`config.mk`:
```
export PLATFORM = sky130hd
export DESIGN_NAME = lsu_top
export DESIGN_NICKNAME = d
export VERILOG_FILES = /design/src/logic/lsu_pkg.sv /design/src/logic/amo_alu.sv /design/src/logic/amo_engine.sv /design/src/logic/dcache_port.sv /design/src/logic/ls_control.sv /design/src/logic/lsu_top.sv
export VERILOG_INCLUDE_DIRS = /design/src /design/src/logic
export SDC_FILE = /design/constraint.sdc
export NUM_CORES = 1
export LEC_CHECK = 0
export ABC_AREA = 1
export BUFFER_PORTS_ARGS = -buffer_cell sky130_fd_sc_hd__buf_2
export CORE_ASPECT_RATIO = 1.1
export CORE_MARGIN = 4
export CORE_UTILIZATION = 57
export DETAILED_ROUTE_END_ITERATION = 8
export GPL_TIMING_DRIVEN = 0
export HOLD_SLACK_MARGIN = 0.15
export PLACE_DENSITY = 0.88
export SETUP_SLACK_MARGIN = 0.1
export SLEW_MARGIN = 20
export SYNTH_ARGS = -nofsm -noshare
export SYNTH_HDL_FRONTEND = slang
export SYNTH_SLANG_ARGS = --single-unit
```
`constraint.sdc`:
```
create_clock -name clk -period 8.71 [get_ports clk]
set_clock_uncertainty 0.05 [all_clocks]
set_input_delay 0.871 -clock clk [delete_from_list [all_inputs] [get_ports clk]]
set_output_delay 0.871 -clock clk [all_outputs]
set_load 0.05 [all_outputs]
```
`src/logic/lsu_params.svh`:
```
`ifndef LSU_PARAMS_SVH
`define LSU_PARAMS_SVH

// data word and address width
`define LSU_XLEN 32

// byte lanes per word and the mask width
`define LSU_LANES 4

// memory operation code width
`define LSU_OP_W 4

// amo kind code width
`define LSU_AMO_W 4

`endif

```
`src/logic/lsu_pkg.sv`:
```
`include "lsu_params.svh"

package lsu_pkg;

    // memory operation from the pipeline held as a level
    typedef enum logic [`LSU_OP_W-1:0] {
        MEMOP_NONE = 4'd0,
        MEMOP_LB   = 4'd1,
        MEMOP_LBU  = 4'd2,
        MEMOP_LH   = 4'd3,
        MEMOP_LHU  = 4'd4,
        MEMOP_LW   = 4'd5,
        MEMOP_SB   = 4'd6,
        MEMOP_SH   = 4'd7,
        MEMOP_SW   = 4'd8,
        MEMOP_LR_W = 4'd9,
        MEMOP_SC_W = 4'd10,
        MEMOP_AMO  = 4'd11
    } mem_op_e;

    // read-modify-write kind used only with MEMOP_AMO
    typedef enum logic [`LSU_AMO_W-1:0] {
        AMOOP_SWAP = 4'd0,
        AMOOP_ADD  = 4'd1,
        AMOOP_XOR  = 4'd2,
        AMOOP_AND  = 4'd3,
        AMOOP_OR   = 4'd4,
        AMOOP_MIN  = 4'd5,
        AMOOP_MAX  = 4'd6,
        AMOOP_MINU = 4'd7,
        AMOOP_MAXU = 4'd8
    } amo_op_e;

    // one data word seen as byte lanes or as halfword lanes
    typedef union packed {
        logic [`LSU_LANES-1:0][7:0]     b;
        logic [`LSU_LANES/2-1:0][15:0]  h;
    } mem_word_u;

endpackage

```
`src/logic/amo_alu.sv`:
```
`timescale 1ns/10ps

module amo_alu import lsu_pkg::*; #(
    parameter int XLEN = $bits(mem_word_u)
) (
    input  logic [XLEN-1:0] old_i,
    input  logic [XLEN-1:0] operand_i,
    input  amo_op_e         kind_i,
    output logic [XLEN-1:0] new_o
);

    logic lt_signed;
    logic lt_unsigned;

    // both compare flavours for the min and max kinds
    assign lt_signed   = $signed(old_i) < $signed(operand_i);
    assign lt_unsigned = old_i < operand_i;

    always_comb begin
        case (kind_i)
            AMOOP_SWAP: new_o = operand_i;
            AMOOP_ADD:  new_o = old_i + operand_i;
            AMOOP_XOR:  new_o = old_i ^ operand_i;
            AMOOP_AND:  new_o = old_i & operand_i;
            AMOOP_OR:   new_o = old_i | operand_i;
            // keep the smaller signed value
            AMOOP_MIN:  new_o = lt_signed ? old_i : operand_i;
            AMOOP_MAX:  new_o = lt_signed ? operand_i : old_i;
            // unsigned variants
            AMOOP_MINU: new_o = lt_unsigned ? old_i : operand_i;
            AMOOP_MAXU: new_o = lt_unsigned ? operand_i : old_i;
            // unknown kinds act as swap
            default:    new_o = operand_i;
        endcase
    end

endmodule

```
`src/logic/amo_engine.sv`:
```
`timescale 1ns/10ps
`include "lsu_params.svh"

module amo_engine import lsu_pkg::*; (
    input  logic                 clk,
    input  logic                 rst,
    input  mem_op_e              mem_op_i,
    input  amo_op_e              amo_op_i,
    input  logic [`LSU_XLEN-1:0] addr_i,
    input  logic [`LSU_XLEN-1:0] wdata_i,
    input  logic                 plain_store_done_i,
    input  logic                 bus_ready_i,
    input  logic [`LSU_XLEN-1:0] bus_rdata_i,
    output logic                 req_o,
    output logic                 write_o,
    output logic [`LSU_XLEN-1:0] wdata_o,
    output logic                 done_o,
    output logic [`LSU_XLEN-1:0] result_o,
    output logic                 misalign_o
);

    localparam logic [2:0] S_IDLE   = 3'd0;
    localparam logic [2:0] S_LOAD   = 3'd1;
    localparam logic [2:0] S_CALC   = 3'd2;
    localparam logic [2:0] S_STORE  = 3'd3;
    localparam logic [2:0] S_FINISH = 3'd4;

    logic [2:0]           state_q;
    logic [2:0]           state_d;
    logic                 finish_d;
    logic                 done_q;
    logic                 misalign_q;
    logic                 resv_valid_q;
    logic [`LSU_XLEN-1:0] resv_addr_q;
    logic [`LSU_XLEN-1:0] old_q;
    logic [`LSU_XLEN-1:0] wdata_q;
    logic [`LSU_XLEN-1:0] result_q;
    logic [`LSU_XLEN-1:0] alu_new;
    logic                 is_atomic;
    logic                 misaligned;
    logic                 start;
    logic                 sc_ok;

    // only the atomic codes belong to this client
    assign is_atomic  = mem_op_i inside {MEMOP_LR_W, MEMOP_SC_W, MEMOP_AMO};
    assign misaligned = addr_i[1:0] != 2'b00;
    assign start      = (state_q == S_IDLE) && is_atomic;
    // sc wins only on a live reservation to the same word
    assign sc_ok      = resv_valid_q && (resv_addr_q == addr_i);

    amo_alu i_amo_alu (
        .old_i     (old_q),
        .operand_i (wdata_i),
        .kind_i    (amo_op_i),
        .new_o     (alu_new)
    );

    always_comb begin
        state_d  = state_q;
        finish_d = 1'b0;
        case (state_q)
            S_IDLE: begin
                if (is_atomic) begin
                    // misaligned or failed sc skip the bus entirely
                    if (misaligned || (mem_op_i == MEMOP_SC_W && !sc_ok)) begin
                        state_d  = S_FINISH;
                        finish_d = 1'b1;
                    end else if (mem_op_i == MEMOP_SC_W) begin
                        state_d = S_STORE;
                    end else begin
                        state_d = S_LOAD;
                    end
                end
            end
            S_LOAD: begin
                if (bus_ready_i) begin
                    // lr ends here, amo goes on to the calculation
                    state_d  = (mem_op_i == MEMOP_LR_W) ? S_FINISH : S_CALC;
                    finish_d = mem_op_i == MEMOP_LR_W;
                end
            end
            S_CALC: state_d = S_STORE;
            S_STORE: begin
                if (bus_ready_i) begin
                    state_d  = S_FINISH;
                    finish_d = 1'b1;
                end
            end
            // wait for the op to drop so a held op never restarts
            S_FINISH: begin
                if (mem_op_i == MEMOP_NONE) begin
                    state_d = S_IDLE;
                end
            end
            default: state_d = S_IDLE;
        endcase
    end

    always_ff @(posedge clk or posedge rst) begin
        if (rst) begin
            state_q      <= S_IDLE;
            done_q       <= 1'b0;
            misalign_q   <= 1'b0;
            resv_valid_q <= 1'b0;
        end else begin
            state_q <= state_d;
            // one pulse on entry to finish
            done_q  <= finish_d;
            if (start) begin
                misalign_q <= misaligned;
            end
            // reservation set by lr, cleared by sc or a plain store
            if (start && !misaligned && mem_op_i == MEMOP_LR_W) begin
                resv_valid_q <= 1'b1;
            end else if ((start && mem_op_i == MEMOP_SC_W) || plain_store_done_i) begin
                resv_valid_q <= 1'b0;
            end
        end
    end

    always_ff @(posedge clk) begin
        if (start && mem_op_i == MEMOP_LR_W) begin
            resv_addr_q <= addr_i;
        end
        if (start && mem_op_i == MEMOP_SC_W) begin
            wdata_q <= wdata_i;
        end else if (state_q == S_CALC) begin
            wdata_q <= alu_new;
        end
        if (state_q == S_LOAD && bus_ready_i) begin
            old_q <= bus_rdata_i;
        end
        // sc reports 0 on success and 1 on failure
        if (start && misaligned) begin
            result_q <= '0;
        end else if (start && mem_op_i == MEMOP_SC_W) begin
            result_q <= {{(`LSU_XLEN-1){1'b0}}, !sc_ok};
        end else if (state_q == S_LOAD && bus_ready_i) begin
            result_q <= bus_rdata_i;
        end
    end

    assign req_o      = (state_q == S_LOAD) || (state_q == S_STORE);
    assign write_o    = state_q == S_STORE;
    assign wdata_o    = wdata_q;
    assign done_o     = done_q;
    assign result_o   = result_q;
    assign misalign_o = misalign_q;

    // a misaligned atomic must never reach the cache
    a_no_misaligned_req: assert property (@(posedge clk) disable iff (rst)
        $rose(req_o) |-> addr_i[1:0] == 2'b00);

endmodule

```
`src/logic/dcache_port.sv`:
```
`timescale 1ns/10ps
`include "lsu_params.svh"

module dcache_port import lsu_pkg::*; (
    input  logic                  clk,
    input  logic                  rst,
    input  logic                  plain_req_i,
    input  logic                  plain_write_i,
    input  logic [`LSU_LANES-1:0] plain_size_i,
    input  logic [`LSU_XLEN-1:0]  plain_addr_i,
    input  logic [`LSU_XLEN-1:0]  plain_wdata_i,
    input  logic                  amo_req_i,
    input  logic                  amo_write_i,
    input  logic [`LSU_XLEN-1:0]  amo_addr_i,
    input  logic [`LSU_XLEN-1:0]  amo_wdata_i,
    output logic                  bus_ready_o,
    output logic [`LSU_XLEN-1:0]  bus_rdata_o,
    output logic [`LSU_XLEN-1:0]  mem_addr_o,
    output logic                  mem_addr_valid_o,
    output logic                  mem_write_o,
    output logic [`LSU_LANES-1:0] mem_mask_o,
    output logic [`LSU_XLEN-1:0]  mem_wdata_o,
    input  logic                  mem_data_ready_i,
    input  logic [`LSU_XLEN-1:0]  mem_rdata_i
);

    mem_word_u plain_lanes;

    // copy the low byte or halfword onto every lane
    always_comb begin
        case (plain_size_i)
            4'b0001: plain_lanes.b = {`LSU_LANES{plain_wdata_i[7:0]}};
            4'b0011: plain_lanes.h = {(`LSU_LANES/2){plain_wdata_i[15:0]}};
            default: plain_lanes   = plain_wdata_i;
        endcase
    end

    // atomics are whole words, plain accesses shift their size mask
    assign mem_addr_valid_o = plain_req_i || amo_req_i;
    assign mem_addr_o       = amo_req_i ? amo_addr_i : plain_addr_i;
    assign mem_write_o      = amo_req_i ? amo_write_i : plain_write_i;
    assign mem_mask_o       = amo_req_i ? {`LSU_LANES{1'b1}}
                                        : plain_size_i << plain_addr_i[1:0];
    assign mem_wdata_o      = amo_req_i ? amo_wdata_i : plain_lanes;

    // ready and read data go back to both clients
    assign bus_ready_o = mem_data_ready_i;
    assign bus_rdata_o = mem_rdata_i;

    // only one client may own the port at a time
    a_one_client: assert property (@(posedge clk) disable iff (rst)
        !(plain_req_i && amo_req_i));

    // the cache answers only an open request
    a_ready_needs_req: assert property (@(posedge clk) disable iff (rst)
        mem_data_ready_i |-> mem_addr_valid_o);

endmodule

```
`src/logic/ls_control.sv`:
```
`timescale 1ns/10ps
`include "lsu_params.svh"

module ls_control import lsu_pkg::*; (
    input  logic                  clk,
    input  logic                  rst,
    input  mem_op_e               mem_op_i,
    input  logic [`LSU_XLEN-1:0]  addr_i,
    input  logic [`LSU_XLEN-1:0]  wdata_i,
    input  logic                  bus_ready_i,
    input  logic [`LSU_XLEN-1:0]  bus_rdata_i,
    output logic                  plain_req_o,
    output logic                  plain_write_o,
    output logic [`LSU_LANES-1:0] plain_size_o,
    output logic                  plain_store_done_o,
    input  logic                  done_amo_i,
    input  logic [`LSU_XLEN-1:0]  result_amo_i,
    input  logic                  misalign_i,
    output logic                  done_o,
    output logic [`LSU_XLEN-1:0]  result_o,
    output logic                  stall_o,
    output logic                  misalign_o
);

    logic                 is_load;
    logic                 is_store;
    logic                 completed_q;
    logic                 plain_done;
    logic                 done_q;
    logic                 misalign_q;
    logic [`LSU_XLEN-1:0] result_q;
    logic [`LSU_XLEN-1:0] load_val;
    logic [7:0]           rd_byte;
    logic [15:0]          rd_half;
    mem_word_u            rd_word;

    assign is_load  = mem_op_i inside {MEMOP_LB, MEMOP_LBU, MEMOP_LH, MEMOP_LHU, MEMOP_LW};
    assign is_store = mem_op_i inside {MEMOP_SB, MEMOP_SH, MEMOP_SW};

    // request drops once served, even if the op is still held
    assign plain_req_o        = (is_load || is_store) && !completed_q;
    assign plain_write_o      = is_store;
    assign plain_size_o       = mem_op_i inside {MEMOP_LB, MEMOP_LBU, MEMOP_SB} ? 4'b0001 :
                                mem_op_i inside {MEMOP_LH, MEMOP_LHU, MEMOP_SH} ? 4'b0011 :
                                                                                   4'b1111;
    assign plain_done         = plain_req_o && bus_ready_i;
    assign plain_store_done_o = plain_done && is_store;

    // pick the addressed lane and extend it
    always_comb begin
        rd_word = bus_rdata_i;
        rd_byte = rd_word.b[addr_i[1:0]];
        rd_half = rd_word.h[addr_i[1]];
        case (mem_op_i)
            MEMOP_LB:  load_val = {{24{rd_byte[7]}}, rd_byte};
            MEMOP_LBU: load_val = {24'b0, rd_byte};
            MEMOP_LH:  load_val = {{16{rd_half[15]}}, rd_half};
            MEMOP_LHU: load_val = {16'b0, rd_half};
            MEMOP_LW:  load_val = rd_word;
            // stores report zero
            default:   load_val = '0;
        endcase
    end

    always_ff @(posedge clk or posedge rst) begin
        if (rst) begin
            completed_q <= 1'b0;
            done_q      <= 1'b0;
            misalign_q  <= 1'b0;
        end else begin
            // held until the op returns to none
            if (mem_op_i == MEMOP_NONE) begin
                completed_q <= 1'b0;
            end else if (plain_done || done_amo_i) begin
                completed_q <= 1'b1;
            end
            done_q <= plain_done || done_amo_i;
            if (plain_done || done_amo_i) begin
                misalign_q <= done_amo_i && misalign_i;
            end
        end
    end

    // result held until the next completion
    always_ff @(posedge clk) begin
        if (done_amo_i) begin
            result_q <= result_amo_i;
        end else if (plain_done) begin
            result_q <= load_val;
        end
    end

    assign done_o     = done_q;
    assign result_o   = result_q;
    assign misalign_o = misalign_q;
    // active op not yet answered
    assign stall_o    = (mem_op_i != MEMOP_NONE) && !completed_q;

    // halfword and word accesses must be naturally aligned
    a_plain_aligned: assert property (@(posedge clk) disable iff (rst)
        plain_req_o |-> ((plain_size_o != 4'b0011 || !addr_i[0])
                      && (plain_size_o != 4'b1111 || addr_i[1:0] == 2'b00)));

    // store data stays put while the cache holds off
    a_wdata_stable: assert property (@(posedge clk) disable iff (rst)
        plain_req_o && plain_write_o && !bus_ready_i |=> $stable(wdata_i));

endmodule

```
`src/logic/lsu_top.sv`:
```
`timescale 1ns/10ps
`include "lsu_params.svh"

module lsu_top import lsu_pkg::*; (
    input  logic                  clk,
    input  logic                  rst,
    input  mem_op_e               mem_op_i,
    input  amo_op_e               amo_op_i,
    input  logic [`LSU_XLEN-1:0]  addr_i,
    input  logic [`LSU_XLEN-1:0]  wdata_i,
    output logic                  done_o,
    output logic [`LSU_XLEN-1:0]  result_o,
    output logic                  stall_o,
    output logic                  misalign_o,
    output logic [`LSU_XLEN-1:0]  mem_addr_o,
    output logic                  mem_addr_valid_o,
    output logic                  mem_write_o,
    output logic [`LSU_LANES-1:0] mem_mask_o,
    output logic [`LSU_XLEN-1:0]  mem_wdata_o,
    input  logic                  mem_data_ready_i,
    input  logic [`LSU_XLEN-1:0]  mem_rdata_i
);

    // plain client
    logic                  plain_req;
    logic                  plain_write;
    logic [`LSU_LANES-1:0] plain_size;
    logic                  plain_store_done;
    // atomic client
    logic                  amo_req;
    logic                  amo_write;
    logic [`LSU_XLEN-1:0]  amo_wdata;
    logic                  done_amo;
    logic [`LSU_XLEN-1:0]  result_amo;
    logic                  misalign;
    // shared return path
    logic                  bus_ready;
    logic [`LSU_XLEN-1:0]  bus_rdata;

    ls_control i_ls_control (
        .clk                (clk),
        .rst                (rst),
        .mem_op_i           (mem_op_i),
        .addr_i             (addr_i),
        .wdata_i            (wdata_i),
        .bus_ready_i        (bus_ready),
        .bus_rdata_i        (bus_rdata),
        .plain_req_o        (plain_req),
        .plain_write_o      (plain_write),
        .plain_size_o       (plain_size),
        .plain_store_done_o (plain_store_done),
        .done_amo_i         (done_amo),
        .result_amo_i       (result_amo),
        .misalign_i         (misalign),
        .done_o             (done_o),
        .result_o           (result_o),
        .stall_o            (stall_o),
        .misalign_o         (misalign_o)
    );

    amo_engine i_amo_engine (
        .clk                (clk),
        .rst                (rst),
        .mem_op_i           (mem_op_i),
        .amo_op_i           (amo_op_i),
        .addr_i             (addr_i),
        .wdata_i            (wdata_i),
        .plain_store_done_i (plain_store_done),
        .bus_ready_i        (bus_ready),
        .bus_rdata_i        (bus_rdata),
        .req_o              (amo_req),
        .write_o            (amo_write),
        .wdata_o            (amo_wdata),
        .done_o             (done_amo),
        .result_o           (result_amo),
        .misalign_o         (misalign)
    );

    // both clients address the word given by the pipeline
    dcache_port i_dcache_port (
        .clk              (clk),
        .rst              (rst),
        .plain_req_i      (plain_req),
        .plain_write_i    (plain_write),
        .plain_size_i     (plain_size),
        .plain_addr_i     (addr_i),
        .plain_wdata_i    (wdata_i),
        .amo_req_i        (amo_req),
        .amo_write_i      (amo_write),
        .amo_addr_i       (addr_i),
        .amo_wdata_i      (amo_wdata),
        .bus_ready_o      (bus_ready),
        .bus_rdata_o      (bus_rdata),
        .mem_addr_o       (mem_addr_o),
        .mem_addr_valid_o (mem_addr_valid_o),
        .mem_write_o      (mem_write_o),
        .mem_mask_o       (mem_mask_o),
        .mem_wdata_o      (mem_wdata_o),
        .mem_data_ready_i (mem_data_ready_i),
        .mem_rdata_i      (mem_rdata_i)
    );

endmodule

```
; ---- Yosys cells after proc, flatten, opt, wreduce, memory -nomap -nowiden
; Cells that the tools add are included.
; W data, S select, Z words.
[totals]
in_bits = 107
elab_cells = 130
regBits = 169
output_inout_bits = 105
[classes]
magnitude_cmp = 4
reduce_logical = 39
eq_ne = 30
add_sub_neg = 1
muxes = 39
n_bitwise = 3
shifts = 1
[op_table]
columns = cell, count
row1 = $mux W32, 9
row2 = $pmux W32 S8, 1
row3 = $pmux W32 S5, 1
row4 = $lt A32 B32 Y1, 2
row5 = $pmux W32 S2, 1
row6 = $add A32 B32 Y32, 1
row7 = $and A32 B32 Y32, 1
row8 = $eq A32 B32 Y1, 1
row9 = $eq A4 B3 Y1 const B, 8
row10 = $mux W16, 2
row11 = $or A32 B32 Y32, 1
row12 = $xor A32 B32 Y32, 1
row13 = $eq A4 B2 Y1 const B, 5
row14 = $eq A4 B4 Y1 const B, 5
row15 = $mux W3, 6
row16 = $bmux W8 S2, 1
row17 = $pmux W3 S5, 1
row18 = $logic_and A1 B1 Y1, 14
row19 = $eq A4 B1 Y1 const B, 3
row20 = $mux W4, 3
row21 = $reduce_bool A2 Y1, 6
row22 = $reduce_bool A3 Y1, 4
row23 = $mux W1, 11
row24 = $mux W8, 1
row25 = 18 further kinds, 28

; ---- Logic depth before layout (Yosys ltp)
[logic_depth]
ltp_word = 9
ltp_mapped = 21
mapped_depth_nobuf = 20

; ---- Hierarchy
; Synthesis repeated with hierarchy kept, for this count alone.
[hier_totals]
cells_unflattened = 2452
hier_area_um2 = 15662.5
[modules_own_cells]
columns = module, area_each_um2, cells_per_inst, instances, seq_area_each_um2
row1 = amo_alu, 6377.4, 1247, 1, 0.0
row2 = amo_engine, 5450.2, 541, 1, 3673.5
row3 = ls_control, 2250.9, 321, 1, 1036.0
row4 = dcache_port, 1584.0, 343, 1, 0.0

; ---- Worst setup path before layout
; Ideal clock, no wire load.
[synth_path]
kind = input to register
startpoint = input mem_op_i[2]
endpoint = register i_ls_control.result_q[0] (netlist: i_ls_control.result_o[0]) (enable)
required_ns = 8.187
setup_ns = 0.473
arrival_ns = 4.171
path_slack_ns = 4.017
cell_stages = 8
n_path_buf = 0
cell_sequence = inv_1 -> nor2_1 -> inv_1 -> nor2_1 -> inv_1 -> nand2_1 -> o21ai_0 -> o21ai_0
[synth_via]
elab_chain_len = 6
elab_cells_between_ends = 14
classes_between = eq/ne: 8 / reduce/logical: 6
[synth_lines]
columns = element, line
row1 = "start, declared", lsu_top.sv:7  ; input mem_op_e mem_op_i,
row2 = $eq A4 B1 Y1 (tied with other cells), ls_control.sv:37  ; assign is_load = mem_op_i inside {MEMOP_LB, MEMOP_LBU, MEMOP_LH, MEMOP_LHU, MEMOP_LW};
row3 = $reduce_bool A5 Y1 or $reduce_bool A3 Y1 (tied branches), "ls_control.sv:37, ls_control.sv:38"
row4 = $logic_or A1 B1 Y1 (*), ls_control.sv:41  ; assign plain_req_o = (is_load || is_store) && !completed_q;
row5 = $logic_and A1 B1 Y1 (*), ls_control.sv:41
row6 = $logic_and A1 B1 Y1 (*), ls_control.sv:46  ; assign plain_done = plain_req_o && bus_ready_i;
row7 = $reduce_bool A2 Y1 (no line) (*), -
row8 = "end signal, assigned", ls_control.sv:87  ; result_q <= result_amo_i;
row9 = "end signal, assigned", ls_control.sv:89  ; result_q <= load_val;
row10 = "end, declared", ls_control.sv:31  ; logic [`LSU_XLEN-1:0] result_q;
; Mark *: on every way between the ends. The rest lies on a longest branch, timed or not.
; A chain may end at the register's enable or synchronous reset.

; ---- Final worst setup path
[layout_path]
startpoint = input mem_op_i[0]
endpoint = output mem_wdata_o[15]
[layout_via]
elab_chain_len = 7
elab_cells_between_ends = 14
classes_between = eq/ne: 8 / mux: 4 / reduce/logical: 2
[layout_lines]
columns = element, line
row1 = $eq A4 B2 Y1 or $eq A4 B3 Y1 (tied branches), ls_control.sv:44  ; mem_op_i inside {MEMOP_LH, MEMOP_LHU, MEMOP_SH} ? 4'b0011 :
row2 = $reduce_bool A3 Y1, ls_control.sv:44
row3 = $mux W4, ls_control.sv:44
row4 = $mux W4 (*), ls_control.sv:43  ; assign plain_size_o = mem_op_i inside {MEMOP_LB, MEMOP_LBU, MEMOP_SB} ? 4'b0001 :
row5 = $eq A4 B2 Y1 or $eq A4 B1 Y1 (tied branches), dcache_port.sv:31  ; case (plain_size_i)
row6 = $pmux W32 S2 (*), dcache_port.sv:31
row7 = $mux W32 (*), dcache_port.sv:44  ; assign mem_wdata_o = amo_req_i ? amo_wdata_i : plain_lanes;
row8 = "end, declared", lsu_top.sv:19  ; output logic [`LSU_XLEN-1:0] mem_wdata_o,
; Marks and branches as above.

==> flow_metrics.py <==
metrics = {
    "grt": {
        "met2_usage_pct": 68.72,
        "met3_usage_pct": 7.542,
        "antenna_found_initial": 1,
        "busiest_layer": "met2",
        "grt_pass1_wl_um": 93970,
        "grt_pass1_vias": 16660,
        "grt_usage_pct": 42.14,
        "met1_usage_pct": 51.74,
        "grt_max_degree": 42,
        "grt_overflow_total": 0,
    },
    "layout": {
        "mostFrequentLayoutCell": "nand2_1",
        "seq_area_um2": 4710,
        "fillers": 2360,
        "drive_above_1_share_pct": 13.16,
        "final_cell_mix": "654 x nand2_1, 298 x inv_1, 292 x nor2_1",
        "multi_input_area_um2": 8675,
        "area_delta_synth_final_pct": 14.50,
        "final_nets": 2782,
    },
    "yosys": {
        "netlist_top_cells_area": "edfxtp_1 25%, nand2_1 16%, nand3_1 8.0%",
        "avgSynthCellArea_um2": 6.471,
        "synth_top_area_cell": "edfxtp_1",
        "synth-seq-cells": 169,
        "synth.net_count": 2549,
        "synthCells": 2345,
        "netlist.area_leader.share_pct": 25.33,
        "netlist_area_um2": 15170,
        "synth-main-ff-cell": "edfxtp_1",
        "seq_area_frac_synth_pct": 31.04,
        "yosysWarnings": 0,
        "async_reset_ff_share_pct": 5.325,
        "yosysUniqueCellTypes": 47,
        "synth_edf_count": 128,
    },
    "clock_network": {
        "cts_setup_buffers": 0,
        "clock-sinks": 169,
        "clk_pin_slew_ps": 70,
        "holdBufCountCts": 0,
        "cts_resized": 0,
        "clk_latency_ps": 430,
        "cts.root.buffer_cell": "clkbuf_16",
        "numCtsBuffers": 17,
        "cts_max_path_buffers": 2,
        "h-tree-depth": 4,
        "cts_tree": "built",
    },
    "detailed_routing": {
        "drtIter0Drc": 2322,
        "drc": 0,
        "first_pass_iters": 6,
        "post_drt_wl_per_cell_um": 21.40,
        "vias": 17800,
        "vias_per_cell": 6.045,
        "routed_wirelength_um": 63020,
        "ant_nets": 0,
    },
    "timing": {
        "post-route-period-util_pct": 50.15,
        "holdWs_ps": 383.5,
        "slew_headroom_pct": 40.18,
        "worst_pin_slew_ps": 897.3,
        "setup_viol": 0,
        "finalCriticalPeriod_ps": 4368,
        "finalSetupTns_ps": 0,
        "max_freq_mhz": 228.9,
        "rsz0062_at_grt": "no",
        "report.final.slew_viol_count": 0,
        "hold_violations": 0,
    },
    "placed_design": {
        "globalplace.congestion": 1.054,
        "place_hpwl_um": 50110,
        "port_buffers": 211,
    },
    "critical_path": {
        "crit_end": "mem_wdata_o[15]",
        "worstReg2RegEnd": "i_amo_engine.wdata_o[10]",
        "crit_path_max_fanout": 10,
        "crit_start": "mem_op_i[0]",
        "startpoint_type": "input pin",
        "rrSetupSlack_ps": 4920,
        "worst-setup-path-type": "in2out",
        "critPathRequiredTime_ps": 7790,
        "crit_path_end_kind": "primary output",
        "critPathArrivalTime_ps": 3450,
        "worstReg2RegStart": "i_amo_engine.old_q[13]",
        "reg2regPathDepth": 17,
    },
    "floorplanning": {
        "dieArea_um2": 29300,
        "dieWidth_um": 163.6,
        "die_y_um": 179.1,
        "floorplan.initialDensity_pct": 58.05,
        "core_area_um2": 26140,
        "rows": 62,
        "ioPinCount": 212,
    },
    "power": {
        "power_density_nw_per_um2": 251.4,
        "leakagePower_uw": 0.008648,
        "ir_drop_mv": 0.2300,
    },
    "status": {
        "outcome": "complete, no violations",
    },
    "min_path": {
        "hold_path.class": "in2async",
    },
    "flow_run": {
        "drv_cap": 0,
    },
}
==> cell families after synthesis <==
family / synth area share (%)
simple gates: 35.92
fa+ha+maj: 8.047
flops: 31.04
buf+inv: 12.00
compound gates: 12.25
xor+xnor: 0.7503
==> worst min-delay path by stage <==
| stage | from | endpoint | slack (ps) | cells after the start |
|---|---|---|---|---|
| CTS | rst | i_amo_engine.state_q[0] | 380 | 2 |
| finish | rst | i_amo_engine.state_q[0] | 380 | 2 |
| global route | rst | i_amo_engine.state_q[0] | 390 | 2 |
| global placement | i_amo_engine.result_o[3] | i_amo_engine.result_o[3] | 460 | 4 |
| detailed placement | i_amo_engine.result_o[2] | i_amo_engine.result_o[2] | 460 | 4 |
| floorplan | i_ls_control.completed_q | i_ls_control.completed_q | 440 | 2 |
==> cells in the mapped netlist (all sizes together), types with 3 or more instances <==
library cell,n
a211oi,15
a21oi,115
a221oi,4
a32oi,4
buf,70
clkbuf,57
dfrtp,9
dfxtp,32
edfxtp,128
ha,96
inv,309
nand2,655
nand3,245
nand3b,8
nand4,47
nor2,293
nor3,27
nor4,9
o211ai,4
o21ai,130
o21bai,3
o221ai,13
o22ai,32
or2,9
xnor2,5
xor2,8
==> critical path, cell delays in order <==
cell and delay (ps):
buf_2 130, nand2_1 120, nor2_1 70, a21oi_1 370, o21ai_0 270, inv_2 230, nand2_1 230, inv_2 170
buf_2 290, a21oi_1 110, nor2_1 250, buf_2 330
==> layout make-up <==
class	instances	share of cell area (%)
Antenna cell	1	0.01440
Inverter	309	6.676
Clock buffer	17	2.449
Sequential cell	169	27.11
Multi-Input combinational cell	1740	49.93
Timing Repair Buffer	214	6.553
Tap cell	352	2.535
Buffer	127	3.802
Clock inverter	15	0.9362
==> power by group <==
part,internal (µW),leakage (µW),switching [µW]
logic,577,0.00680,1810
clock network,427,0.000281,334
registers,1100,0.00156,119
total,2100,0.00865,2270
==> flip-flops by register name, indices dropped and copies added (netlist names), 3 cells and up <==
| signal | cells |
|---|---|
| i_amo_engine.old_q | 32 |
| i_amo_engine.result_o | 32 |
| i_amo_engine.resv_addr_q | 32 |
| i_amo_engine.wdata_o | 32 |
| i_ls_control.result_o | 32 |
| i_amo_engine.state_q | 3 |
==> routing by layer <==
metal	wire (µm)	share of wire, %	up-vias
met5	0	0	-
met2	28460	45	1341
met3	7275	12	265
li1	-	-	8127
met1	22790	36	8063
met4	4493	7.1	0
==> per-stage QoR <==
step	power [µW]	utilization, %	std cells	area (µm²)	setup WS, ps
floorplan	2793	-	2345	15170	4017
global placement	3461	63.77	2908	16670	2525
detailed placement	3524	64.20	2911	16780	4509
CTS	4290	66.45	2943	17370	4495
global route	4568	66.46	2944	17370	4235
finish	4368	66.46	2944	17370	4342
No activity file was read; power rests on OpenSTA's default activity.
